<file path="config.mk">
export PLATFORM = sky130hd
export DESIGN_NAME = id_ex_reg
export DESIGN_NICKNAME = d
export VERILOG_FILES = /design/src/logic/cpu_pkg.sv /design/src/logic/id_ex_reg.sv
export SDC_FILE = /design/constraint.sdc
export NUM_CORES = 1
export LEC_CHECK = 0
export ABC_AREA = 1
export BUFFER_PORTS_ARGS = -buffer_cell sky130_fd_sc_hd__buf_2
export CORE_MARGIN = 4
export CORE_UTILIZATION = 40
export CTS_CLUSTER_DIAMETER = 30
export DETAILED_ROUTE_END_ITERATION = 10
export PLACE_DENSITY = 0.81
export SLEW_MARGIN = 20
export SYNTH_ARGS = -nofsm -noshare
export SYNTH_HDL_FRONTEND = slang
export SYNTH_SLANG_ARGS = --single-unit
</file>
<file path="constraint.sdc">
create_clock -name clk -period 0.8 [get_ports clk]
set_input_delay 0.08 -clock clk [delete_from_list [all_inputs] [get_ports clk]]
set_output_delay 0.08 -clock clk [all_outputs]
set_load 0.05 [all_outputs]
</file>
<file path="src/logic/cpu_pkg.sv">
package cpu_pkg;

	// core widths and memory depths.
	localparam int xlen      = 16;
	localparam int reg_count = 16;
	localparam int reg_aw    = $clog2(reg_count);
	localparam int mem_words = 256;
	localparam int mem_aw    = $clog2(mem_words);
	localparam int apb_aw    = 12;

	// bus address map, memories are word addressed by the low bits.
	localparam logic [apb_aw-1:0] imem_base   = 12'h000;
	localparam logic [apb_aw-1:0] ctrl_addr   = 12'h100;
	localparam logic [apb_aw-1:0] status_addr = 12'h104;
	localparam logic [apb_aw-1:0] dmem_base   = 12'h200;

	// low three bits of the alu codes select the alu function.
	typedef enum logic [3:0] {
		op_add = 4'd0,
		op_sub = 4'd1,
		op_and = 4'd2,
		op_or  = 4'd3,
		op_xor = 4'd4,
		op_sll = 4'd5,
		op_srl = 4'd6,
		op_sra = 4'd7,
		op_lw  = 4'd8,
		op_sw  = 4'd9,
		op_lli = 4'd10,
		op_jmp = 4'd11,
		op_hlt = 4'd12,
		op_nop = 4'd13
	} opcode_e;

	typedef enum logic [1:0] {
		st_idle   = 2'd0,
		st_run    = 2'd1,
		st_halted = 2'd2
	} run_state_e;

	typedef struct packed {
		logic              valid;
		opcode_e           opcode;
		logic [xlen-1:0]   p0;
		logic [xlen-1:0]   p1;
		logic [7:0]        imm8;
		logic [3:0]        shamt;
		logic [reg_aw-1:0] dst_addr;
		logic              we_rf;
		logic              we_mem;
		logic              re_mem;
		logic [mem_aw-1:0] pc;
		logic              hlt;
	} id_ex_t;

	typedef struct packed {
		logic              we;
		logic [reg_aw-1:0] addr;
		logic [xlen-1:0]   data;
	} wb_t;

	typedef struct packed {
		logic              psel;
		logic              penable;
		logic              pwrite;
		logic [apb_aw-1:0] paddr;
		logic [xlen-1:0]   pwdata;
	} apb_req_t;

	typedef struct packed {
		logic [xlen-1:0] prdata;
		logic            pready;
		logic            pslverr;
	} apb_rsp_t;

endpackage

</file>
<file path="src/logic/id_ex_reg.sv">
module id_ex_reg (
	input  logic            clk,
	input  logic            rst_n,
	input  logic            stall,
	input  logic            flush,
	input  cpu_pkg::id_ex_t d,
	output cpu_pkg::id_ex_t q
);

	// stall holds the load in execute, flush only acts when not stalled.
	always_ff @(posedge clk or negedge rst_n) begin
		if (!rst_n) begin
			q <= '0;
		end else if (!stall) begin
			if (flush) begin
				q <= '0;
			end else begin
				q <= d;
			end
		end
	end

endmodule

</file>
# Word-level counts from Yosys, hierarchy flattened
# Cells that the tools add are included.
[classes]
n_mux = 1
[ops]
columns = ["cell", "n"]
rows = [
  ["$mux W65", 1],
]
[totals]
regBits = 65
inputBits = 69
output_inout_bits = 65
wordCells = 13

# Depth between registers and ports, before layout
[depth]
depth_word = 1
depth_mapped = 5
ltp_nobuf = 3

# Least setup slack after synthesis
# OpenSTA, ideal clock, no wires.
[synth_path]
kind = "register to register"
from = "register q[0] (netlist name)"
to = "register q[0] (netlist name)"
setup_ns = 0.118
t_arrival_ns = 0.718
required_ns = 0.682
path_slack_ns = -0.036
stages_incl_launch_ff = 3
n_path_buf = 0
period_less_slack_ns = 0.836
cell_sequence = "dfrtp_1 > nand2_1 > nand2_1"
[synth_rtl]
columns = ["item", "line_no", "text"]
rows = [
  ["to (signal assigned)", "id_ex_reg.sv:13", "q <= '0;"],
  ["to (signal assigned)", "id_ex_reg.sv:16", "q <= '0;"],
  ["to (signal assigned)", "id_ex_reg.sv:18", "q <= d;"],
  ["to (decl)", "id_ex_reg.sv:7", "output cpu_pkg::id_ex_t q"],
]

# Final worst setup path
[layout_path]
from = "register q[33] (netlist name)"
to = "output port q[33] (netlist name)"
# No word-level cell between the ends.

==> metrics <==
TNS Setup=-11.17 ns; headroom to the max-slew limit=77.5%; Max IR drop VDD=1.33 mV; Global Route Usage Sum=24.5%; Routed wire per std cell=approximately 16 um; worst reg2reg path depth=3; actual transition at the worst max-transition pin=0.338 ns; initial antenna violation count=0; cell with the largest stage delay on the worst path=dfrtp_2; largest net degree at the start of global routing=66; via count of the first global-routing pass=2894; H-tree depth=3; final antenna-violating net count=0; worst-path cell chain=buf_6; largest stage delay on the critical path=0.43 ns; largest buffer count on any clock path=2; setup slack of the most critical reg-to-reg path=0.01 ns; die outline height=just under 90 um; Cells after Synth=between 200 and 300; top post-synthesis cells by area=dfrtp_1 (66%), nand2_1 (30%), buf_6 (2.3%); Warnings, synthesis=0; register bit total from synthesis=65; area enclosed by the die boundary=7480 um2; Synth top cells by count=nand2_1 (195), dfrtp_1 (65), buf_2 (7); CP Depth=1; status=finished with violations; routed via count divided by cell count=4.76; die span in x=86.5 um; max-slew violation count=0; tightest hold margin=~0.19 ns; unrepaired setup endpoints after global routing=true; count of nets after finishing=559; timing endpoint of the critical path=q[33]; area used by multi-input combinational logic=roughly 760 um2; remaining design rule violation count=0; total iterations of the first detailed-routing run=7; arrival time of the worst setup path=between 0.9 and 1 ns; Reg area=1710 um2; maxcap violations=0; syn_nets=344; family with the most delay on the worst path=flip-flops; top register by number of flip-flops=q; count leader, synth=nand2_1; category of the worst setup path launch point=flop; post-CTS clock slew at the launch and capture registers of the worst setup and hold paths=approximately 0.07 ns; Yosys top cell area share=66.0%; worst-case clock skew=0 ns; critical register-to-register path startpoint=q[42]$_DFFE_PN0N_; number of cell rows=28; wire length of the first global-routing pass=13.9 mm; maximum frequency from static timing analysis=1010 MHz; Tmin final=approximately 1 ns; Critical path origin=q[33]$_DFFE_PN0N_; number of buffers and inverters on the critical path=1; Async SR Flop Fraction=100%; final setup violation count=65; placer congestion estimate=0.775; overall power consumption=8.63 mW; total CTS buffers=9; post-synthesis average cell area=8.96 um2; max FFs per register=65; final global-route overflow total=0; total number of vias=2711; required arrival time at the worst endpoint=between 0.7 and 0.8 ns; count of inserted antenna diode cells=0; category of the worst setup path capture point=output port; starting utilization of the core area=41.4%; number of ports placed on the die boundary=134; leakage=between 2 and 2.5 nW; highest routed metal layer=met4; filler cell count in the final layout=369; Power Dens Cells=1850 nW/um2; registers with the most flip-flops=q x65; top_reg_cell synth=dfrtp_1; routed wire length=9.01 mm; distinct cell type count of the synthesized netlist=7; synthesized cell area=roughly 2500 um2; clock root buffer master=clkbuf_8; crit path setup slack, layout=-0.192 ns; CTS tree=built; type of the setup path with the least slack=reg2out; sequential share of the synthesized area=66.0%; part of the cycle the worst path needs=124%; fraction of final layout cells sized beyond drive strength 1=47.5%; met2 WL=between 4 and 5 mm; total half-perimeter wirelength after legalization and detailed placement=4.54 mm; 1st-iter DRT viols=approximately 100; wire length the detailed router placed on met1=3.11 mm; Util after Layout=between 70% and 80%; met3 WL=approximately 620 um; violated checks=setup timing; cell accounting for the most synthesized area=dfrtp_1; area growth from synthesis to final layout=88.9%; TritonCTS sink count=65; crit path max fanout=2; Worst-Skew Late Latency=0.32 ns; input/output buffers=about 130; hold violation count in the final report=0; count of flip-flops with a built-in enable after synthesis=0; core footprint=around 6000 um2; capturing point of the worst reg2reg path=q[42]$_DFFE_PN0N_; kind of path behind the tightest hold check=in2reg
## area by class of cell
| class | instances | area share (%) |
|---|---|---|
| Clock buffer | 12 | 2.90 |
| Clock inverter | 4 | 0.430 |
| Multi-Input combinational cell | 196 | 16.3 |
| Sequential cell | 65 | 36.7 |
| Tap cell | 75 | 2.02 |
| Timing Repair Buffer | 218 | 41.7 |
## cell usage in the layout, fill, tap and decap left out, drive strengths merged
cell	n
clkinv	4
nor2	1
dfrtp	65
buf	152
dlygate4sd3	66
clkbuf	12
nand2	195
## power breakdown
| part | total [mW] | leakage, nW | switching, mW | internal (mW) |
|---|---|---|---|---|
| registers | 3.80 | 0.757 | 0.210 | 3.59 |
| clock network | 2.30 | 0.0839 | 1.19 | 1.11 |
| logic | 2.53 | 1.61 | 1.50 | 1.04 |
## how the worst min path moves through the flow
stage,start,end,slack (ns),depth (start not counted)
2_1_floorplan,rst_n,q[0]$_DFFE_PN0N_,-0.22,0
3_5_place_dp,rst_n,q[44]$_DFFE_PN0N_,0.13,2
6_report,stall,q[19]$_DFFE_PN0N_,0.19,4
5_1_grt,stall,q[19]$_DFFE_PN0N_,0.20,4
4_1_cts,stall,q[19]$_DFFE_PN0N_,0.17,4
3_3_place_gp,rst_n,q[48]$_DFFE_PN0N_,0.12,2
## per-stage QoR
step,cell area [um2],worst slack (ns),cells
2_1_floorplan,2550,0.0468,275
3_3_place_gp,3330,0.0419,476
3_5_place_dp,3330,-0.0104,476
4_1_cts,4560,-0.195,560
5_1_grt,4660,-0.216,570
6_report,4660,-0.192,570
## layer usage
layer | track usage (%) | vias up
met3 | 6.08 | 41
met5 | 0 | -
met1 | 25.0 | 1266
li1 | - | 1252
met2 | 46.0 | 152
met4 | 12.3 | 0
## what timing repair did
item,in CTS,in global routing
hold buffers,66,0
hold endpoints to repair,130,0
resized for setup,130,6
pin swaps,0,2
endpoints found under the setup margin,65,66
setup buffers,2,10
## logic make-up (layout without fill, tap and decap cells)
group | Yosys count | count (layout) | share of synthesized area [%]
and+or+nand+nor | 196 | 196 | 29.8
buffers and inverters | 14 | 234 | 4.16
DFF | 65 | 65 | 66.0
No activity file was read; power rests on OpenSTA's default activity.
