`config.mk`:
```
export PLATFORM = sky130hd
export DESIGN_NAME = instr_mem
export DESIGN_NICKNAME = d
export VERILOG_FILES = /design/src/logic/cpu_pkg.sv /design/src/logic/instr_mem.sv
export SDC_FILE = /design/constraint.sdc
export NUM_CORES = 2
export LEC_CHECK = 0
export ABC_AREA = 0
export BUFFER_PORTS_ARGS = -buffer_cell sky130_fd_sc_hd__buf_2
export CAP_MARGIN = 30
export CORE_AREA = 2 2 579 696
export CTS_BUF_LIST = sky130_fd_sc_hd__clkbuf_16
export CTS_CLUSTER_SIZE = 25
export DETAILED_ROUTE_END_ITERATION = 8
export DIE_AREA = 0 0 581 698
export GPL_TIMING_DRIVEN = 0
export SLEW_MARGIN = 20
export SYNTH_ARGS = -nofsm -noshare
export SYNTH_HDL_FRONTEND = slang
export SYNTH_SLANG_ARGS = --single-unit
export TNS_END_PERCENT = 5
```
`constraint.sdc`:
```
create_clock -name clk -period 4.4 [get_ports clk]
set_input_delay 0.22 -clock clk [delete_from_list [all_inputs] [get_ports clk]]
set_output_delay 0.22 -clock clk [all_outputs]
set_load 0.01 [all_outputs]
```
`src/logic/cpu_pkg.sv`:
```
package cpu_pkg;

	// core widths and memory depths.
	localparam int xlen      = 16;
	localparam int reg_count = 16;
	localparam int reg_aw    = $clog2(reg_count);
	localparam int mem_words = 256;
	localparam int mem_aw    = $clog2(mem_words);
	localparam int apb_aw    = 12;

	// bus address map, memories are word addressed by the low bits.
	localparam logic [apb_aw-1:0] imem_base   = 12'h000;
	localparam logic [apb_aw-1:0] ctrl_addr   = 12'h100;
	localparam logic [apb_aw-1:0] status_addr = 12'h104;
	localparam logic [apb_aw-1:0] dmem_base   = 12'h200;

	// low three bits of the alu codes select the alu function.
	typedef enum logic [3:0] {
		op_add = 4'd0,
		op_sub = 4'd1,
		op_and = 4'd2,
		op_or  = 4'd3,
		op_xor = 4'd4,
		op_sll = 4'd5,
		op_srl = 4'd6,
		op_sra = 4'd7,
		op_lw  = 4'd8,
		op_sw  = 4'd9,
		op_lli = 4'd10,
		op_jmp = 4'd11,
		op_hlt = 4'd12,
		op_nop = 4'd13
	} opcode_e;

	typedef enum logic [1:0] {
		st_idle   = 2'd0,
		st_run    = 2'd1,
		st_halted = 2'd2
	} run_state_e;

	typedef struct packed {
		logic              valid;
		opcode_e           opcode;
		logic [xlen-1:0]   p0;
		logic [xlen-1:0]   p1;
		logic [7:0]        imm8;
		logic [3:0]        shamt;
		logic [reg_aw-1:0] dst_addr;
		logic              we_rf;
		logic              we_mem;
		logic              re_mem;
		logic [mem_aw-1:0] pc;
		logic              hlt;
	} id_ex_t;

	typedef struct packed {
		logic              we;
		logic [reg_aw-1:0] addr;
		logic [xlen-1:0]   data;
	} wb_t;

	typedef struct packed {
		logic              psel;
		logic              penable;
		logic              pwrite;
		logic [apb_aw-1:0] paddr;
		logic [xlen-1:0]   pwdata;
	} apb_req_t;

	typedef struct packed {
		logic [xlen-1:0] prdata;
		logic            pready;
		logic            pslverr;
	} apb_rsp_t;

endpackage

```
`src/logic/instr_mem.sv`:
```
module instr_mem (
	input  logic                       clk,
	input  logic                       rst_n,
	input  logic [cpu_pkg::mem_aw-1:0] pc,
	input  logic                       fetch_en,
	input  logic                       flush,
	input  logic                       we,
	input  logic [cpu_pkg::mem_aw-1:0] waddr,
	input  logic [cpu_pkg::xlen-1:0]   wdata,
	output logic [cpu_pkg::xlen-1:0]   instr,
	output logic [cpu_pkg::mem_aw-1:0] instr_pc,
	output logic                       instr_valid
);
	import cpu_pkg::*;

	logic [xlen-1:0] mem [mem_words];

	// program load from the bus.
	always_ff @(posedge clk) begin
		if (we) begin
			mem[waddr] <= wdata;
		end
	end

	// fetch register, this is the if/id boundary.
	always_ff @(posedge clk) begin
		if (fetch_en) begin
			instr    <= mem[pc];
			instr_pc <= pc;
		end
	end

	always_ff @(posedge clk or negedge rst_n) begin
		if (!rst_n) begin
			instr_valid <= 1'b0;
		end else if (flush) begin
			instr_valid <= 1'b0;
		end else if (fetch_en) begin
			instr_valid <= 1'b1;
		end
	end

endmodule

```
# [After elaboration in Yosys (flattened, before gate mapping)]
# Memories as Yosys holds them, arrays and structs flattened. A register that Yosys moved wholly into a read port is not among the register bits.
# Cells that the tools add are included.
[word_totals] regBits=9 mem_bits_rw=4096 inputBits=37 out_inout_bits=25 elab_cells=8 n_memories=1
[classes] mux=4 n_reduce_logical=1
[mem_list] name="mem" depth=256 width=16 read_ports=1 rd_clocked_by_memory_dff=1 wr=1 line="instr_mem.sv:16" rtl="logic [xlen-1:0] mem [mem_words];"
[op_table] cell="$mux W1" n=4
[op_table] cell="$reduce_bool A2 Y1" n=1

# [Longest topological paths before layout]
[depth] depth_word=2 mapped_depth=12 depth_no_buf=6

# [Worst setup path after synthesis]
# No wires, ideal clock.
[synth_path] kind="in2reg" startpoint="input port pc[0] (netlist name)" endpoint="register instr[1] (netlist name) (read register of mem), data pin" setup_time_ns=0.265 t_arrival_ns=2.253 t_required_ns=4.135 path_slack_ns=1.882 cell_stages=9 n_path_buf=3 cell_sequence="buf_6 buf_2 buf_2 mux4_2 mux2_2 a22oi_1 nand2_1 o32ai_1 nor4_1"
[synth_rtl] element="start, declared" line="instr_mem.sv:4" rtl="input logic [cpu_pkg::mem_aw-1:0] pc,"
[synth_rtl] element="end, declared" line="instr_mem.sv:10" rtl="output logic [cpu_pkg::xlen-1:0] instr,"

==> out/results.ini <==
[status]
outcome = finished, violations left
violations = setup timing

[detailed_routing]
ant_nets = 0
vias_per_cell = 5.99
drc = 0
post_drt_wl_per_cell_um = 36.8
wl_um = 508000
dr.pass1.iters = 6
vias = 82500
drt_first_iter_violations = 11000

[critical_path]
crit_type = input port to flop
cp_data_required_time_ps = 5260
cp-startpoint = pc[1]
cp_data_arrival_time_ps = 5510
setup.worst_path.end_class = flop
regToRegSetupSlack_ps = 430
setup.worst_path.end = instr[8]
r2r_start = mem[131][5]
reg2reg_to = instr[5]
r2r_cells = 7
cp_max_fo = 10
cp-start-kind = input port

[clock_tree]
cts.clk_slew.worst_paths_ps = 60
clk_latency_ps = 1010
numCtsBuffers = 408
clkSinkCount = 4121
clockRootBuffer = clkbuf_16
htreeDepth = 5
post-cts-setup-buffers = 0
cts_tree = done
clockBufferDepth = 4

[sta]
fin_ws_ps = -246
fin_crit_sh = 1.06
drv_slew = 0
maxSlewHeadroom = 0.0942
finalSetupViolCount = 6
clock.fmax_mhz = 215
rsz0062_at_grt = true
hold_viol = 0
fin_skew_ps = 54.1
hold_slack_ps = 86.6
worst_slew_pin_slew_ps = 1360
period_needed_ps = 4650

[synth]
syn_inst = 7387
synth_common_cells = edfxtp_1 (4120), mux4_2 (770), mux2i_1 (604)
synthArstFlopShare = 0.000243
synthesis.area_um2 = 159000
avgSynthCellArea_um2 = 21.5
synthDistinctLibCells = 45
ys_ff_latch = 4121
synth_area_leaders = edfxtp_1 (78%), mux4_2 (11%), mux2i_1 (3.8%), o221ai_1 (1.5%), nor2_1 (0.75%)
synth_edf_count = 4120
synth_top_area_cell = edfxtp_1
synth_top_area_share = 0.778
yosysWarningCount = 0
yosysMostFrequentCell = edfxtp_1
yosysSeqAreaShare = 0.779
synthFlopType = edfxtp_1
syn_nets = 7424

[grt]
antenna_found_initial = 31
grt_pass1_wl_um = 687000
grt_max_degree = 132
overflow = 0
grt_pass1_vias = 82900
grt_use_total = 0.246

[final_layout]
drive_gt1_frac = 0.278
fillers = 32600
area.sequential_um2 = 124000
areaGrowthSynthToFinish_pct = 16.5
fin_area_um2 = 185000
final_util = 0.465
multi_input_area_um2 = 34000
final_cells = 13800
nets = 8222

[die]
dieHeight_um = 698
fp-row-count = 254
die_x_um = 581
core_area_um2 = 398000
start_util = 0.399
ios = 62
die_area_um2 = 406000

[placed_design]
dp_hpwl_um = 348000
gp_congestion = 1.01
dpl_cell_area_um2 = 171000
io_buffers = 56
dp_cells = 13000

[power_and_ir_drop]
power_leakage_nw = 58.6
ir_worst_vdd_mv = 0.398
totalPowerFinal_mw = 82.9
power_density_nw_per_um2 = 448

[min_path]
hp-class = input port to flop

[flow_run]
cap_violations = 0

==> how the worst min path moves through the flow <==
| stage | endpoint | start | depth (start not counted) |
|---|---|---|---|
| after CTS | mem[16][14] | waddr[7] | 4 |
| after global placement | instr_valid | rst_n | 1 |
| final | mem[117][0] | waddr[4] | 4 |
| after global routing | mem[117][0] | waddr[4] | 4 |
| after detailed placement | instr_valid | rst_n | 1 |
| after floorplan | instr_valid | rst_n | 0 |
==> state kept, by name, summed over array words and instances (netlist names) <==
| register | cells |
|---|---|
| instr_valid | 1 |
| instr_pc | 8 |
| mem | 4096 |
| instr | 16 |
==> cells in the final DEF, fill, tap and decap left out, drive strengths merged, types with 2 or more instances in the layout <==
cell type and instances:
or2 3, clkinv 208, o21ai 32, o32ai 16, and4b 2, clkinvlp 17, nor4 21, nor3 71
a2111oi 4, inv 78, o221ai 284, mux2i 604, o22ai 166, buf 580, nand2 52, nor2 319
nand2b 8, diode 11, clkbuf 632, and4 5, nor2b 9, a221oi 33, nand4 24, dlygate4sd3 34
mux2 98, bufinv 39, a22oi 35, edfxtp 4120, nand3 28, nand4b 2, o31ai 16, mux4 770
a21oi 173, a22o 32
==> metal layers <==
| layer | global-route usage | part of all wire |
|---|---|---|
| met5 | 0 | 0.00017 |
| met4 | 0.152 | 0.072 |
| met3 | 0.0518 | 0.089 |
| met2 | 0.404 | 0.48 |
| met1 | 0.299 | 0.36 |
==> report_power, final <==
part	switching, mW	leakage (nW)	total, mW	internal (mW)
Sequential	0.0250	37.1	43.3	43.3
Clock	15.3	6.71	34.7	19.4
Combinational	3.39	14.8	4.93	1.54
Total	18.7	58.6	82.9	64.2
==> critical path, cell delays in order <==
cell and delay, ps:
buf_2 80, buf_2 500, buf_2 620, buf_4 320, buf_4 410, buf_2 600
mux4_2 360, o22ai_1 80, a21oi_1 620, nand4_1 640, nor4_1 680, buf_2 270
==> per-stage QoR <==
step,setup WS [ps],setup TNS (ps)
finish,-246,-761
global route,-12.5,-12.5
CTS,14.6,0
detailed placement,-1120,-13990
global placement,-2420,-2306450
floorplan,1880,0
==> cell families (layout without fill, tap and decap cells) <==
family                 count (synthesis)  in the layout  share of synthesized area
muxes                               1472           1472                      0.154
AOI/OAI and AO/OA                    793            793                     0.0361
buffers and inverters                451           1589                     0.0160
other                                  0             11                          0
and+or+nand+nor                      550            550                     0.0153
DFF                                 4121           4121                      0.779
==> final cells by class <==
cell class	count	share of cell area
flip-flops and latches	4121	0.668
multi-input cells	2815	0.183
clock buffers	412	0.0557
well taps	5248	0.0355
repair buffers	388	0.0272
clock inverters	338	0.0158
plain buffers	447	0.0143
diodes	11	0.000149
inverters	4	0.0000811
==> what timing repair did <==
item	4_1_cts	5_1_grt
hold buffers	34	0
resized for setup	2	3
endpoints found under the setup margin	2	4
pin swaps	0	1
endpoints found under the hold margin	1725	0
Note: power is estimated with default switching activity, not from simulation.
