===== src/logic/cpu_pkg.sv =====
package cpu_pkg;

	// core widths and memory depths.
	localparam int xlen      = 16;
	localparam int reg_count = 16;
	localparam int reg_aw    = $clog2(reg_count);
	localparam int mem_words = 256;
	localparam int mem_aw    = $clog2(mem_words);
	localparam int apb_aw    = 12;

	// bus address map, memories are word addressed by the low bits.
	localparam logic [apb_aw-1:0] imem_base   = 12'h000;
	localparam logic [apb_aw-1:0] ctrl_addr   = 12'h100;
	localparam logic [apb_aw-1:0] status_addr = 12'h104;
	localparam logic [apb_aw-1:0] dmem_base   = 12'h200;

	// low three bits of the alu codes select the alu function.
	typedef enum logic [3:0] {
		op_add = 4'd0,
		op_sub = 4'd1,
		op_and = 4'd2,
		op_or  = 4'd3,
		op_xor = 4'd4,
		op_sll = 4'd5,
		op_srl = 4'd6,
		op_sra = 4'd7,
		op_lw  = 4'd8,
		op_sw  = 4'd9,
		op_lli = 4'd10,
		op_jmp = 4'd11,
		op_hlt = 4'd12,
		op_nop = 4'd13
	} opcode_e;

	typedef enum logic [1:0] {
		st_idle   = 2'd0,
		st_run    = 2'd1,
		st_halted = 2'd2
	} run_state_e;

	typedef struct packed {
		logic              valid;
		opcode_e           opcode;
		logic [xlen-1:0]   p0;
		logic [xlen-1:0]   p1;
		logic [7:0]        imm8;
		logic [3:0]        shamt;
		logic [reg_aw-1:0] dst_addr;
		logic              we_rf;
		logic              we_mem;
		logic              re_mem;
		logic [mem_aw-1:0] pc;
		logic              hlt;
	} id_ex_t;

	typedef struct packed {
		logic              we;
		logic [reg_aw-1:0] addr;
		logic [xlen-1:0]   data;
	} wb_t;

	typedef struct packed {
		logic              psel;
		logic              penable;
		logic              pwrite;
		logic [apb_aw-1:0] paddr;
		logic [xlen-1:0]   pwdata;
	} apb_req_t;

	typedef struct packed {
		logic [xlen-1:0] prdata;
		logic            pready;
		logic            pslverr;
	} apb_rsp_t;

endpackage


===== src/logic/decode_stage.sv =====
module decode_stage (
	input  logic                       clk,
	input  logic                       rst_n,
	input  logic [cpu_pkg::xlen-1:0]   instr,
	input  logic [cpu_pkg::mem_aw-1:0] instr_pc,
	input  logic                       instr_valid,
	input  logic                       flush,
	input  cpu_pkg::wb_t               wb,
	output cpu_pkg::id_ex_t            id_ex_next
);
	import cpu_pkg::*;

	logic [xlen-1:0]   rf [reg_count];
	opcode_e           opcode;
	logic [reg_aw-1:0] dst;
	logic [reg_aw-1:0] src1;
	logic [reg_aw-1:0] src2;
	logic [reg_aw-1:0] rd2_addr;
	logic [xlen-1:0]   p0;
	logic [xlen-1:0]   p1;

	assign dst  = instr[11:8];
	assign src1 = instr[7:4];
	assign src2 = instr[3:0];

	// codes past nop decode as nop.
	always_comb begin
		if (instr[15:12] > op_nop) begin
			opcode = op_nop;
		end else begin
			opcode = opcode_e'(instr[15:12]);
		end
	end

	// sw stores the register named in its dst field.
	assign rd2_addr = (opcode == op_sw) ? dst : src2;

	// write-through so the instruction in decode sees this cycle's writeback.
	assign p0 = (wb.we && wb.addr == src1) ? wb.data : rf[src1];
	assign p1 = (wb.we && wb.addr == rd2_addr) ? wb.data : rf[rd2_addr];

	always_ff @(posedge clk or negedge rst_n) begin
		if (!rst_n) begin
			for (int i = 0; i < reg_count; i++) begin
				rf[i] <= '0;
			end
		end else if (wb.we) begin
			rf[wb.addr] <= wb.data;
		end
	end

	always_comb begin
		id_ex_next = '0;
		// a jump or halt in execute turns this slot into a bubble.
		if (instr_valid && !flush) begin
			id_ex_next.valid    = 1'b1;
			id_ex_next.opcode   = opcode;
			id_ex_next.p0       = p0;
			id_ex_next.p1       = p1;
			id_ex_next.imm8     = instr[7:0];
			id_ex_next.shamt    = instr[3:0];
			id_ex_next.dst_addr = dst;
			id_ex_next.pc       = instr_pc;
			case (opcode)
				op_add, op_sub, op_and, op_or, op_xor, op_sll, op_srl, op_sra,
				op_lli: begin
					id_ex_next.we_rf = 1'b1;
				end
				op_lw: begin
					id_ex_next.we_rf  = 1'b1;
					id_ex_next.re_mem = 1'b1;
				end
				op_sw: begin
					id_ex_next.we_mem = 1'b1;
				end
				op_hlt: begin
					id_ex_next.hlt = 1'b1;
				end
				// jmp is resolved in execute from the opcode.
				default: begin
					id_ex_next.we_rf = 1'b0;
				end
			endcase
		end
	end

endmodule


===== config.mk =====
export PLATFORM = sky130hd
export DESIGN_NAME = decode_stage
export DESIGN_NICKNAME = d
export VERILOG_FILES = /design/src/logic/cpu_pkg.sv /design/src/logic/decode_stage.sv
export SDC_FILE = /design/constraint.sdc
export NUM_CORES = 1
export LEC_CHECK = 0
export BUFFER_PORTS_ARGS = -buffer_cell sky130_fd_sc_hd__buf_2
export CAP_MARGIN = 25
export CORE_MARGIN = 5
export CORE_UTILIZATION = 55
export CTS_CLUSTER_SIZE = 12
export DETAILED_ROUTE_END_ITERATION = 16
export HOLD_SLACK_MARGIN = 0.03
export PLACE_DENSITY = 0.74
export SYNTH_ARGS = -nofsm -noshare
export SYNTH_HDL_FRONTEND = slang
export SYNTH_SLANG_ARGS = --single-unit

===== constraint.sdc =====
create_clock -name clk -period 6.45 [get_ports clk]
set_clock_uncertainty 0.15 [all_clocks]
set_input_delay 0.3225 -clock clk [delete_from_list [all_inputs] [get_ports clk]]
set_output_delay 0.3225 -clock clk [all_outputs]
set_load 0.1 [all_outputs]

# --- Word level (Yosys, flattened, before mapping) ---
# Index checks and enable logic that the tools add are counted.
totals:
  ff_bits: 256
  input_bits: 49
  out_inout_bits: 65
  word_cells: 62
classes:
  order_cmp: 5
  eq_ne: 13
  n_mux: 18
  bitwise: 3
  reduce_logical: 7
op_table:
  columns: ["cell", "n"]
  rows:
  - ["$bwmux W256", 1]
  - ["$bmux W16 S4", 2]
  - ["$mux W16", 7]
  - ["$mux W65", 1]
  - ["$demux W16 S4", 1]
  - ["$eq A4 B3 Y1 const B", 4]
  - ["$eq A4 B4 Y1 const B", 4]
  - ["$ge A5 B5 Y1 const B", 3]
  - ["$not A4 Y5", 3]
  - ["$reduce_or A10 Y1", 1]
  - ["$eq A4 B2 Y1 const B", 2]
  - ["$eq A4 B4 Y1", 2]
  - ["$mux W4", 2]
  - ["$lt A5 B1 Y1 const B", 1]
  - ["$eq A4 B1 Y1 const B", 1]
  - ["$gt A4 B4 Y1 const B", 1]
  - ["$logic_and A1 B1 Y1", 4]
  - ["$logic_not A4 Y1", 1]
  - ["$mux W1", 4]
  - ["$logic_not A1 Y1", 1]

# --- Logic depth before layout (Yosys ltp) ---
logic_depth:
  ltp_word: 10
  mapped_depth: 9
  mapped_depth_nobuf: 6

# --- Least setup slack after synthesis ---
# OpenSTA, ideal clock, no wires.
synth_path:
  kind: "input port to output port"
  start: "input port flush"
  end: "output port id_ex_next[0] (netlist bit)"
  arrival_time_ns: 3.816
  required_ns: 5.977
  slack_ns: 2.162
  cell_stages: 4
  n_path_buf: 0
  path_cell_list: "nand2b_1 > inv_1 > nand2_1 > nor4b_1"
synth_lines:
  columns: ["element", "line", "rtl"]
  rows:
  - ["start: declaration", "decode_stage.sv:7", "input logic flush,"]
  - ["end: declaration", "decode_stage.sv:9", "output cpu_pkg::id_ex_t id_ex_next"]

==> out/metrics.csv <==
metric;value;unit
final worst slack;2.27;ns
final worst-path cycle share;64.9;%
clk slew on worst S/H paths;0.06;ns
min cycle time layout;4.18;ns
outcome;complete, no violations;
number of flip-flops under the largest register name;256;
Hold Vio Cnt, Final;0;
nets@finish;1195;
vias;10000;
flop2flop setup slack;5.50;ns
RSZ-0062 raised after global routing;no;
total power draw;5.19;mW
CTS Root Cell;clkbuf_16;
maximum clock rate;239;MHz
YS warnings;0;
Reg power frac;43.9;%
pin count of the biggest net entering global routing;114;
Slew HR;24.3;%
dominant synthesized flop cell;dfrtp_1;
later-pin clock latency in the skew report;0.54;ns
TritonCTS clock tree;done;
slowest CP cell;and2_1;
Critical R2R Launch;rf[120];
crit path DAT;3.71;ns
CP max FO;40;
IO Pins;114;
Ant. Diodes;0;
Setup-failing EPs final;0;
first-pass GRT wire length;61000;um
Hold Crit Depth;2;
layout cells sized above 1;46.7;%
number of global-route vias before repair;9919;
Area Overhead vs Synth;12.7;%
reg2reg end;rf[120];
syn_area_per_cell;13.6;um^2
Detailed Route WL;40000;um
Yosys top cell by area;dfrtp_1;
row cnt;59;
minimum hold slack;0.129;ns
initial drt markers;1067;
Inserted Clock Buffers;28;
Worst Setup Path Type;in -> out;
vias per cell;6.70;
die height;172;um
Core ar.;0.0260;mm^2
# DRC;0;
synthesized net count;1110;
initial antenna violation count;1;
max_cap viols;0;
die span in x;172;um
Largest regs;rf x256;
port bufs;113;
max incr delay on CP;0.97;ns
post-synthesis sequential area ratio;44.3;%
wire length per cell after detailed routing;26.6;um
Async S/R FF share, synth;100;%
main area contributors after synthesis;dfrtp_1 (44%), mux2_2 (20%), mux4_2 (12%);
DP Worst Slack;2.35;ns
Seq cells post-synth;256;
CTS hold repair buffers;1;
Pleak;7.36;nW
Crit path buffers/inverters;4;
CP Capture Type;primary output;
Final GP Congestion;0.826;
worst-path cell chain;buf_2 > nor4bb_1 > buf_4 > mux2i_4 > buf_4 > and2_1 > a22oi_1 > a32oi_1 > nand2_1 > buf_2;
Starting Density;55.6;%
largest delay contributor family on the critical path;simple AND/OR/NAND/NOR gates;
post-CTS setup buffer count;0;
DRT Pass-1 Iters;5;
total gr overflow;0;
setup TNS;0;ns
PwrDens;319;mW/mm^2
Post-synth EDFFs;0;
Longest Clk Path Bufs;3;
Cell Area, Synth;0.0144;mm^2
Combinational Power Share;25.8;%
Clk network pwr share;30.3;%
post-synthesis cell type count;38;
Sw Share;30.3;%
HP Class;in -> reg;
Synth Instances;1061;
Worst Reg-to-Reg Cells;1;
DP Wirelength;24500;um
Total Routing Usage GR;27.1;%
Slew Limit Fails;0;
top cell type's share of synthesized area;44.3;%
CTS resizes;0;
antenna violation net count after detailed routing;0;
worst slew pin tran;1.13;ns
HP Start;wb[11];
P_int;3.61;mW
CTS sink count;256;
die area;0.0296;mm^2
WP data required;5.98;ns
Commonest cells post-synth;dfrtp_1 (256), mux2_2 (256), mux2i_1 (148);
worst vdd ir;0.189;mV
NetSw;1.57;mW
crit path launch type;input pin;
register name with the most flops;rf;
number of H-tree levels;1;
WHS Endpoint;rf[11];
-- cells by family after synthesis --
| kind of cell | share of synthesized area (%) |
|---|---|
| AO/OA/AOI/OAI | 4.93 |
| flip-flops | 44.3 |
| buffers and inverters | 3.20 |
| XOR/XNOR | 0.303 |
| AND/OR/NAND/NOR | 4.45 |
| multiplexers | 42.8 |
-- placed cells by master, fill, tap and decap left out, drive strengths merged, types with 2 or more instances in the layout --
master / Yosys / routed
a22oi: 64 / 64
a31oi: 2 / 2
a32oi: 16 / 16
and2: 29 / 29
and3: 2 / 2
buf: 44 / 150
bufinv: 0 / 2
clkbuf: 52 / 40
clkinv: 0 / 7
dfrtp: 256 / 256
inv: 3 / 3
mux2: 257 / 257
mux2i: 148 / 148
mux4: 80 / 80
nand2: 25 / 25
nand2b: 6 / 6
nand3: 20 / 20
nor2: 35 / 35
nor2b: 2 / 2
nor3b: 2 / 2
o221ai: 2 / 2
xor2: 4 / 4
-- power groups by stage --
| stage | Clock (mW) | Combinational (mW) | Sequential [mW] |
|---|---|---|---|
| 2_1_floorplan | 0 | 1.09 | 2.19 |
| 3_3_place_gp | 0 | 1.30 | 2.27 |
| 3_5_place_dp | 0 | 1.33 | 2.29 |
| 4_1_cts | 1.60 | 1.34 | 2.26 |
| 5_1_grt | 1.67 | 1.44 | 2.32 |
| 6_report | 1.57 | 1.34 | 2.28 |
-- area by class of cell --
cell class / count / area [um^2]
repair buffers: 151 / 908
flip-flops and latches: 256 / 6410
clock buffers: 40 / 807
multi-input cells: 706 / 7630
fillers: 1986 / 9710
well taps: 335 / 419
inverters: 3 / 11.3
clock inverters: 9 / 95.1
-- worst max-delay path by stage --
stage,endpoint,from,slack [ns],cells after the start
after CTS,id_ex_next[32],instr[15],2.33,10
final,id_ex_next[43],instr[15],2.27,10
after global placement,id_ex_next[35],instr[15],2.43,10
after global routing,id_ex_next[35],instr[15],2.12,10
after floorplan,id_ex_next[0],flush,2.16,4
after detailed placement,id_ex_next[32],instr[15],2.35,10
-- through the flow --
stage	area, um^2	cells	util (%)
floorplan	14400	1061	-
global placement	15300	1446	58.9
detailed placement	15300	1449	59.0
CTS	16300	1499	62.5
global route	16300	1500	62.6
finish	16300	1500	62.6
-- layer usage --
metal / track usage (%) / part of all wire [%]
met1: 40.3 / 42
met2: 41.8 / 46
met3: 4.21 / 8.8
met4: 8.10 / 2.9
met5: 0 / 0.018
Note: power is estimated with default switching activity, not from simulation.
