### src/logic/cpu_pkg.sv
package cpu_pkg;

	// core widths and memory depths.
	localparam int xlen      = 16;
	localparam int reg_count = 16;
	localparam int reg_aw    = $clog2(reg_count);
	localparam int mem_words = 256;
	localparam int mem_aw    = $clog2(mem_words);
	localparam int apb_aw    = 12;

	// bus address map, memories are word addressed by the low bits.
	localparam logic [apb_aw-1:0] imem_base   = 12'h000;
	localparam logic [apb_aw-1:0] ctrl_addr   = 12'h100;
	localparam logic [apb_aw-1:0] status_addr = 12'h104;
	localparam logic [apb_aw-1:0] dmem_base   = 12'h200;

	// low three bits of the alu codes select the alu function.
	typedef enum logic [3:0] {
		op_add = 4'd0,
		op_sub = 4'd1,
		op_and = 4'd2,
		op_or  = 4'd3,
		op_xor = 4'd4,
		op_sll = 4'd5,
		op_srl = 4'd6,
		op_sra = 4'd7,
		op_lw  = 4'd8,
		op_sw  = 4'd9,
		op_lli = 4'd10,
		op_jmp = 4'd11,
		op_hlt = 4'd12,
		op_nop = 4'd13
	} opcode_e;

	typedef enum logic [1:0] {
		st_idle   = 2'd0,
		st_run    = 2'd1,
		st_halted = 2'd2
	} run_state_e;

	typedef struct packed {
		logic              valid;
		opcode_e           opcode;
		logic [xlen-1:0]   p0;
		logic [xlen-1:0]   p1;
		logic [7:0]        imm8;
		logic [3:0]        shamt;
		logic [reg_aw-1:0] dst_addr;
		logic              we_rf;
		logic              we_mem;
		logic              re_mem;
		logic [mem_aw-1:0] pc;
		logic              hlt;
	} id_ex_t;

	typedef struct packed {
		logic              we;
		logic [reg_aw-1:0] addr;
		logic [xlen-1:0]   data;
	} wb_t;

	typedef struct packed {
		logic              psel;
		logic              penable;
		logic              pwrite;
		logic [apb_aw-1:0] paddr;
		logic [xlen-1:0]   pwdata;
	} apb_req_t;

	typedef struct packed {
		logic [xlen-1:0] prdata;
		logic            pready;
		logic            pslverr;
	} apb_rsp_t;

endpackage

### src/logic/run_control.sv
module run_control (
	input  logic                       clk,
	input  logic                       rst_n,
	input  cpu_pkg::apb_req_t          apb_req,
	output cpu_pkg::apb_rsp_t          apb_rsp,
	input  logic                       halted_pulse,
	input  logic [cpu_pkg::mem_aw-1:0] halt_pc,
	output logic                       run,
	output logic                       start_pulse,
	output logic                       imem_we,
	output logic [cpu_pkg::mem_aw-1:0] imem_waddr,
	output logic [cpu_pkg::xlen-1:0]   imem_wdata,
	output logic [cpu_pkg::mem_aw-1:0] dmem_req_addr,
	output logic [cpu_pkg::xlen-1:0]   dmem_req_wdata,
	output logic                       dmem_req_we,
	output logic                       dmem_req_re,
	input  logic [cpu_pkg::xlen-1:0]   dmem_rdata
);
	import cpu_pkg::*;

	run_state_e        state;
	logic [mem_aw-1:0] halt_pc_q;
	logic              rd_wait;
	logic              access;
	logic              imem_hit;
	logic              dmem_hit;
	logic              ctrl_hit;
	logic              status_hit;
	logic              dmem_rd;

	assign access     = apb_req.psel & apb_req.penable;
	assign imem_hit   = apb_req.paddr[apb_aw-1:mem_aw] == imem_base[apb_aw-1:mem_aw];
	assign dmem_hit   = apb_req.paddr[apb_aw-1:mem_aw] == dmem_base[apb_aw-1:mem_aw];
	assign ctrl_hit   = apb_req.paddr == ctrl_addr;
	assign status_hit = apb_req.paddr == status_addr;
	assign run        = (state == st_run);
	assign dmem_rd    = access & dmem_hit & ~apb_req.pwrite;

	// memory writes are refused while the core is running.
	assign imem_we        = access & imem_hit & apb_req.pwrite & ~run;
	assign imem_waddr     = apb_req.paddr[mem_aw-1:0];
	assign imem_wdata     = apb_req.pwdata;
	assign dmem_req_addr  = apb_req.paddr[mem_aw-1:0];
	assign dmem_req_wdata = apb_req.pwdata;
	assign dmem_req_we    = access & dmem_hit & apb_req.pwrite & ~run;
	assign dmem_req_re    = dmem_rd & ~rd_wait & ~run;
	assign start_pulse    = access & ctrl_hit & apb_req.pwrite & apb_req.pwdata[0] & ~run;

	always_comb begin
		apb_rsp = '0;
		// dmem reads wait one cycle for the synchronous array.
		apb_rsp.pready = ~(dmem_rd & ~rd_wait);
		if (access && apb_rsp.pready) begin
			if (!(imem_hit || dmem_hit || ctrl_hit || status_hit)) begin
				apb_rsp.pslverr = 1'b1;
			end else if ((imem_hit || dmem_hit) && run) begin
				apb_rsp.pslverr = 1'b1;
			end else if (status_hit && !apb_req.pwrite) begin
				apb_rsp.prdata = {halt_pc_q, {(xlen - mem_aw - 2){1'b0}}, state};
			end else if (dmem_rd) begin
				apb_rsp.prdata = dmem_rdata;
			end
		end
	end

	always_ff @(posedge clk or negedge rst_n) begin
		if (!rst_n) begin
			rd_wait <= 1'b0;
		end else begin
			rd_wait <= dmem_rd & ~rd_wait;
		end
	end

	always_ff @(posedge clk or negedge rst_n) begin
		if (!rst_n) begin
			state     <= st_idle;
			halt_pc_q <= '0;
		end else begin
			case (state)
				st_run: begin
					if (halted_pulse) begin
						state     <= st_halted;
						halt_pc_q <= halt_pc;
					end
				end
				default: begin
					if (start_pulse) begin
						state <= st_run;
					end
				end
			endcase
		end
	end

endmodule

### config.mk
export PLATFORM = sky130hd
export DESIGN_NAME = run_control
export DESIGN_NICKNAME = d
export VERILOG_FILES = /design/src/logic/cpu_pkg.sv /design/src/logic/run_control.sv
export SDC_FILE = /design/constraint.sdc
export NUM_CORES = 1
export LEC_CHECK = 0
export ABC_AREA = 1
export BUFFER_PORTS_ARGS = -buffer_cell sky130_fd_sc_hd__clkbuf_2
export CORE_MARGIN = 8
export CORE_UTILIZATION = 35
export CTS_CLUSTER_SIZE = 8
export DETAILED_ROUTE_END_ITERATION = 16
export PLACE_DENSITY = 0.81
export SYNTH_ARGS = -nofsm -noshare
export SYNTH_HDL_FRONTEND = slang
export SYNTH_SLANG_ARGS = --single-unit
### constraint.sdc
create_clock -name clk -period 1.6 [get_ports clk]
set_input_delay 0.24 -clock clk [delete_from_list [all_inputs] [get_ports clk]]
set_output_delay 0.24 -clock clk [all_outputs]
set_load 0.005 [all_outputs]
=== Word-level counts from Yosys, hierarchy flattened ===
Cells that the tools add are included.

* Output and inout port bits: 71
* Register bits after elaboration: 11

* Reductions and logical operators: 11
* Multiplexer cells: 11
* Bitwise gates (word level): 18
* Equal/unequal tests: 5

{| class="wikitable"
|+ Operators with widths
! cell !! count
|-
| $mux 16 || 5
|-
| $eq 12x9->1 const B || 2
|-
| $and 1x1->1 || 14
|-
| $mux 2 || 3
|-
| $eq 4x2->1 const B || 1
|-
| $logic_not 4->1 || 1
|-
| $not 1->1 || 4
|-
| $reduce_and 2->1 || 2
|-
| $logic_and 1x1->1 || 3
|-
| $logic_or 1x1->1 || 3
|-
| $mux 1 || 3
|-
| $eq 2x1->1 const B || 1
|-
| $ne 2x2->1 const B || 1
|-
| $reduce_bool 2->1 || 1
|-
| $logic_not 1->1 || 1
|}

=== Longest topological paths before layout ===
* Depth after elaboration: 8
* Depth in mapped cells: 9
* Mapped depth without buffers: 8

=== Least setup slack after synthesis ===
Ideal clock, no wire load.

* Kind: input-to-output
* Start point: in apb_req[17] (netlist name)
* End point: out apb_rsp[13] (netlist name)
* Path slack: 0.317 ns
* Arrival time: 1.043 ns
* Required time: 1.360 ns
* Path buffers: 1
* Stages: 7
* Path through: or2_1 nor2_2 nand2_1 nand2_2 nand2_4 buf_8 a21oi_2

{| class="wikitable"
|+ RTL lines
! element !! RTL line !! RTL
|-
| start, declared || run_control.sv:4 || <nowiki>input cpu_pkg::apb_req_t apb_req,</nowiki>
|-
| end, declared || run_control.sv:5 || <nowiki>output cpu_pkg::apb_rsp_t apb_rsp,</nowiki>
|}

==> run_results.csv <==
group,metric,value,unit
cts,clkSinkCount,11,
sta,rsz0062_at_grt,"yes",
cts,clk_latency,0.27,ns
die,io-pin-count,129,
worst_setup_path,cp-start-kind,"input pin",
worst_setup_path,cpPeakStageDelay,0.23,ns
route,drc,0,
worst_setup_path,path_max_fanout,7,
finish,instances_no_fill,274,
route,drt_pass1_iterations,4,
finish,drive_gt1_share,62.72,%
run_status,status,"completed",
worst_setup_path,critPathLaunch,"apb_req[26]",
finish,diodes,0,
sta,max_freq,630.6,MHz
route,drt-total-wl,3912,um
power_and_ir_drop,vdd_drop_max,0.3303,mV
power_and_ir_drop,leakage,0.8906,nW
worst_setup_path,arrival,1.35,ns
route,wl_per_cell,14.28,um
finish,area_growth,35.86,%
worst_setup_path,critPathRequiredTime,1.36,ns
cts,cts_tree,"built",
route,ant_nets,0,
yosys,synth_top_area_share,29.51,%
sta,timing.final.crit_share,99.12,%
yosys,syn_avg_cell_area,6.861,um2
cts,clk_pin_slew,0.07,ns
route,vias_per_cell,4.536,
power_and_ir_drop,finalPower,645.7,uW
route,drtIter0Drc,42,
sta,hold_viol,0,
grt,grt_pass1_vias,1172,
worst_setup_path,cp-end-kind,"output port",
cts,clock_path_buffers,2,
placement,hpwlAfterDp,2895,um
sta,slew_violations,0,
sta,worst_slew_pin_slew,0.2984,ns
die,die_y,75.07,um
worst_setup_path,critPathKind,"input pin to output port",
placement,numPortBuffers,83,
sta,finClkSkew,0.0003848,ns
grt,gr-total-overflow,0,
grt,grt_max_degree,15,
sta,slew_headroom,80.00,%
die,coreArea,3337,um2
grt,grt_pass1_wl,5285,um
run,cap_violations,0,
die,die_w,75.07,um
worst_setup_path,cp_cell_sequence,"buf_8, nor2_4, nand3_4, nor3_4, buf_6, buf_12, nand2_4, a21oi_2, buf_2",
yosys,synthArstFlopShare,100.0,%
grt,antenna_found_initial,0,
cts,h-tree-depth,1,
worst_setup_path,slowest_stage,"nor3_4",
yosys,syn_area,1221,um2
cts,cts_buffers,3,
yosys,synthesis.nets,236,
yosys,yosys.cell_types.count,22,
cts,cts-root-buf,"clkbuf_4",
die,initial_core_util,36.60,%
yosys,synthFlopType,"dfrtp_1",
route,via_count,1243,
finish,nNetsFinal,287,
yosys,synth_cells,178,
placement,place.gp.congestion,0.8210,
min_path,hold_class,"input pin to flip-flop",
sta,setup_violations,0,
finish,fillers,331,
power_and_ir_drop,powerDensity,389.2,nW/um2
sta,min_period,1.586,ns
die,die-area,5636,um2
yosys,synth_top_cell_by_area,"buf_4",
worst_setup_path,rr_startpoint,"state[0]$_DFFE_PN0P_",
yosys,yosys-top-cells-count,"nand2_1 (52), buf_4 (48), dfrtp_1 (11), nor2_1 (11)",
grt,grt.total_usage,12.07,%
yosys,yosysSeqAreaShare,22.54,%
yosys,yosysWarnings,0,
yosys,ys_ff_latch,11,
die,core.rowCount,21,
yosys,synth_edf_count,0,
yosys,synth_most_common_cell,"nand2_1",
yosys,synth_area_leaders,"buf_4 (30%), dfrtp_1 (23%), nand2_1 (16%)",
placement,dp.cells,260,
min_path,hold_path_startpoint,"halt_pc[4]",
worst max-delay path, delay by kind of cell:
family | cells | cell delay [ns]
simple gates | 4 | 0.49
buf+inv | 4 | 0.48
compound gates | 1 | 0.13
power by group:
part | switching (mW) | internal, mW | total [mW]
sequential | 0.00133 | 0.280 | 0.281
combinational | 0.0912 | 0.0826 | 0.174
clock | 0.0941 | 0.0965 | 0.191
layer usage:
| metal | global-route usage (%) | vias to the layer above | part of all wire (%) |
|---|---|---|---|
| met5 | 0 | - | 0 |
| met4 | 4.348 | 0 | 1.0 |
| met3 | 3.196 | 9 | 8.9 |
| met2 | 21.69 | 49 | 53 |
| met1 | 13.14 | 566 | 37 |
| li1 | - | 619 | - |
path summary, 6_finish.rpt:
kind	endpoint	slack, ns	depth (start not counted)
max	apb_rsp[11]	0.01	9
min	halt_pc_q[4]$_DFFE_PN0P_	0.16	3
max reg2reg	state[1]$_DFFE_PN0P_	0.34	7
min reg2reg	halt_pc_q[2]$_DFFE_PN0P_	0.48	2
max in group asynchronous	halt_pc_q[7]$_DFFE_PN0P_	1.01	2
min in group asynchronous	halt_pc_q[3]$_DFFE_PN0P_	0.38	2
area by class of cell:
| type | count | area [um2] | area share [%] |
|---|---|---|---|
| Timing Repair Buffer | 98 | 604.3 | 36.43 |
| Clock buffer | 4 | 26.28 | 1.584 |
| Multi-Input combinational cell | 103 | 650.6 | 39.22 |
| Inverter | 12 | 45.04 | 2.715 |
| Sequential cell | 11 | 275.3 | 16.59 |
| Tap cell | 46 | 57.56 | 3.469 |
placed cells by master, fill, tap and decap left out, drive strengths merged:
cell type / synthesis / routed
nand3: 4 / 4
clkbuf: 1 / 76
nor2: 16 / 16
inv: 12 / 12
a21oi: 10 / 10
nand2: 56 / 57
nor3: 3 / 3
dfrtp: 11 / 11
buf: 52 / 25
or2: 1 / 1
dlygate4sd3: 0 / 1
nand4: 10 / 10
nor4: 2 / 2
what timing repair did:
action / CTS / global route
pin swaps: 3 / 13
endpoints found under the setup margin: 18 / 19
setup buffers: 2 / 5
gates resized for setup: 5 / 51
hold buffers: 1 / 0
endpoints found under the hold margin: 11 / 0
gates cloned: 1 / 1
registers in the layout, indices dropped and copies added, names as in the netlist:
signal and count:
state 2, rd_wait 1, halt_pc_q 8
logic make-up (layout without fill, tap and decap cells):
logic type             count (synthesis)  after routing  share of synthesized area [%]
buffers and inverters                 65            114                          36.48
flip-flops                            11             11                          22.54
AO/OA/AOI/OAI                         10             10                          5.328
AND/OR/NAND/NOR                       92             93                          35.66
per-stage QoR:
step / setup TNS (ns) / hold WS (ns) / area (um2) / utilization [%] / setup slack, ns
after floorplan: 0 / -0.05559 / 1221 / - / 0.3169
after global placement: 0 / 0.1255 / 1364 / 40.87 / 0.03827
after detailed placement: 0 / 0.1318 / 1364 / 40.87 / 0.01116
after CTS: 0 / 0.1601 / 1449 / 43.42 / 0.003789
after global routing: -0.6207 / 0.1548 / 1659 / 49.72 / -0.08951
final: 0 / 0.1612 / 1659 / 49.72 / 0.01413
(Power assumes the default switching activity.)
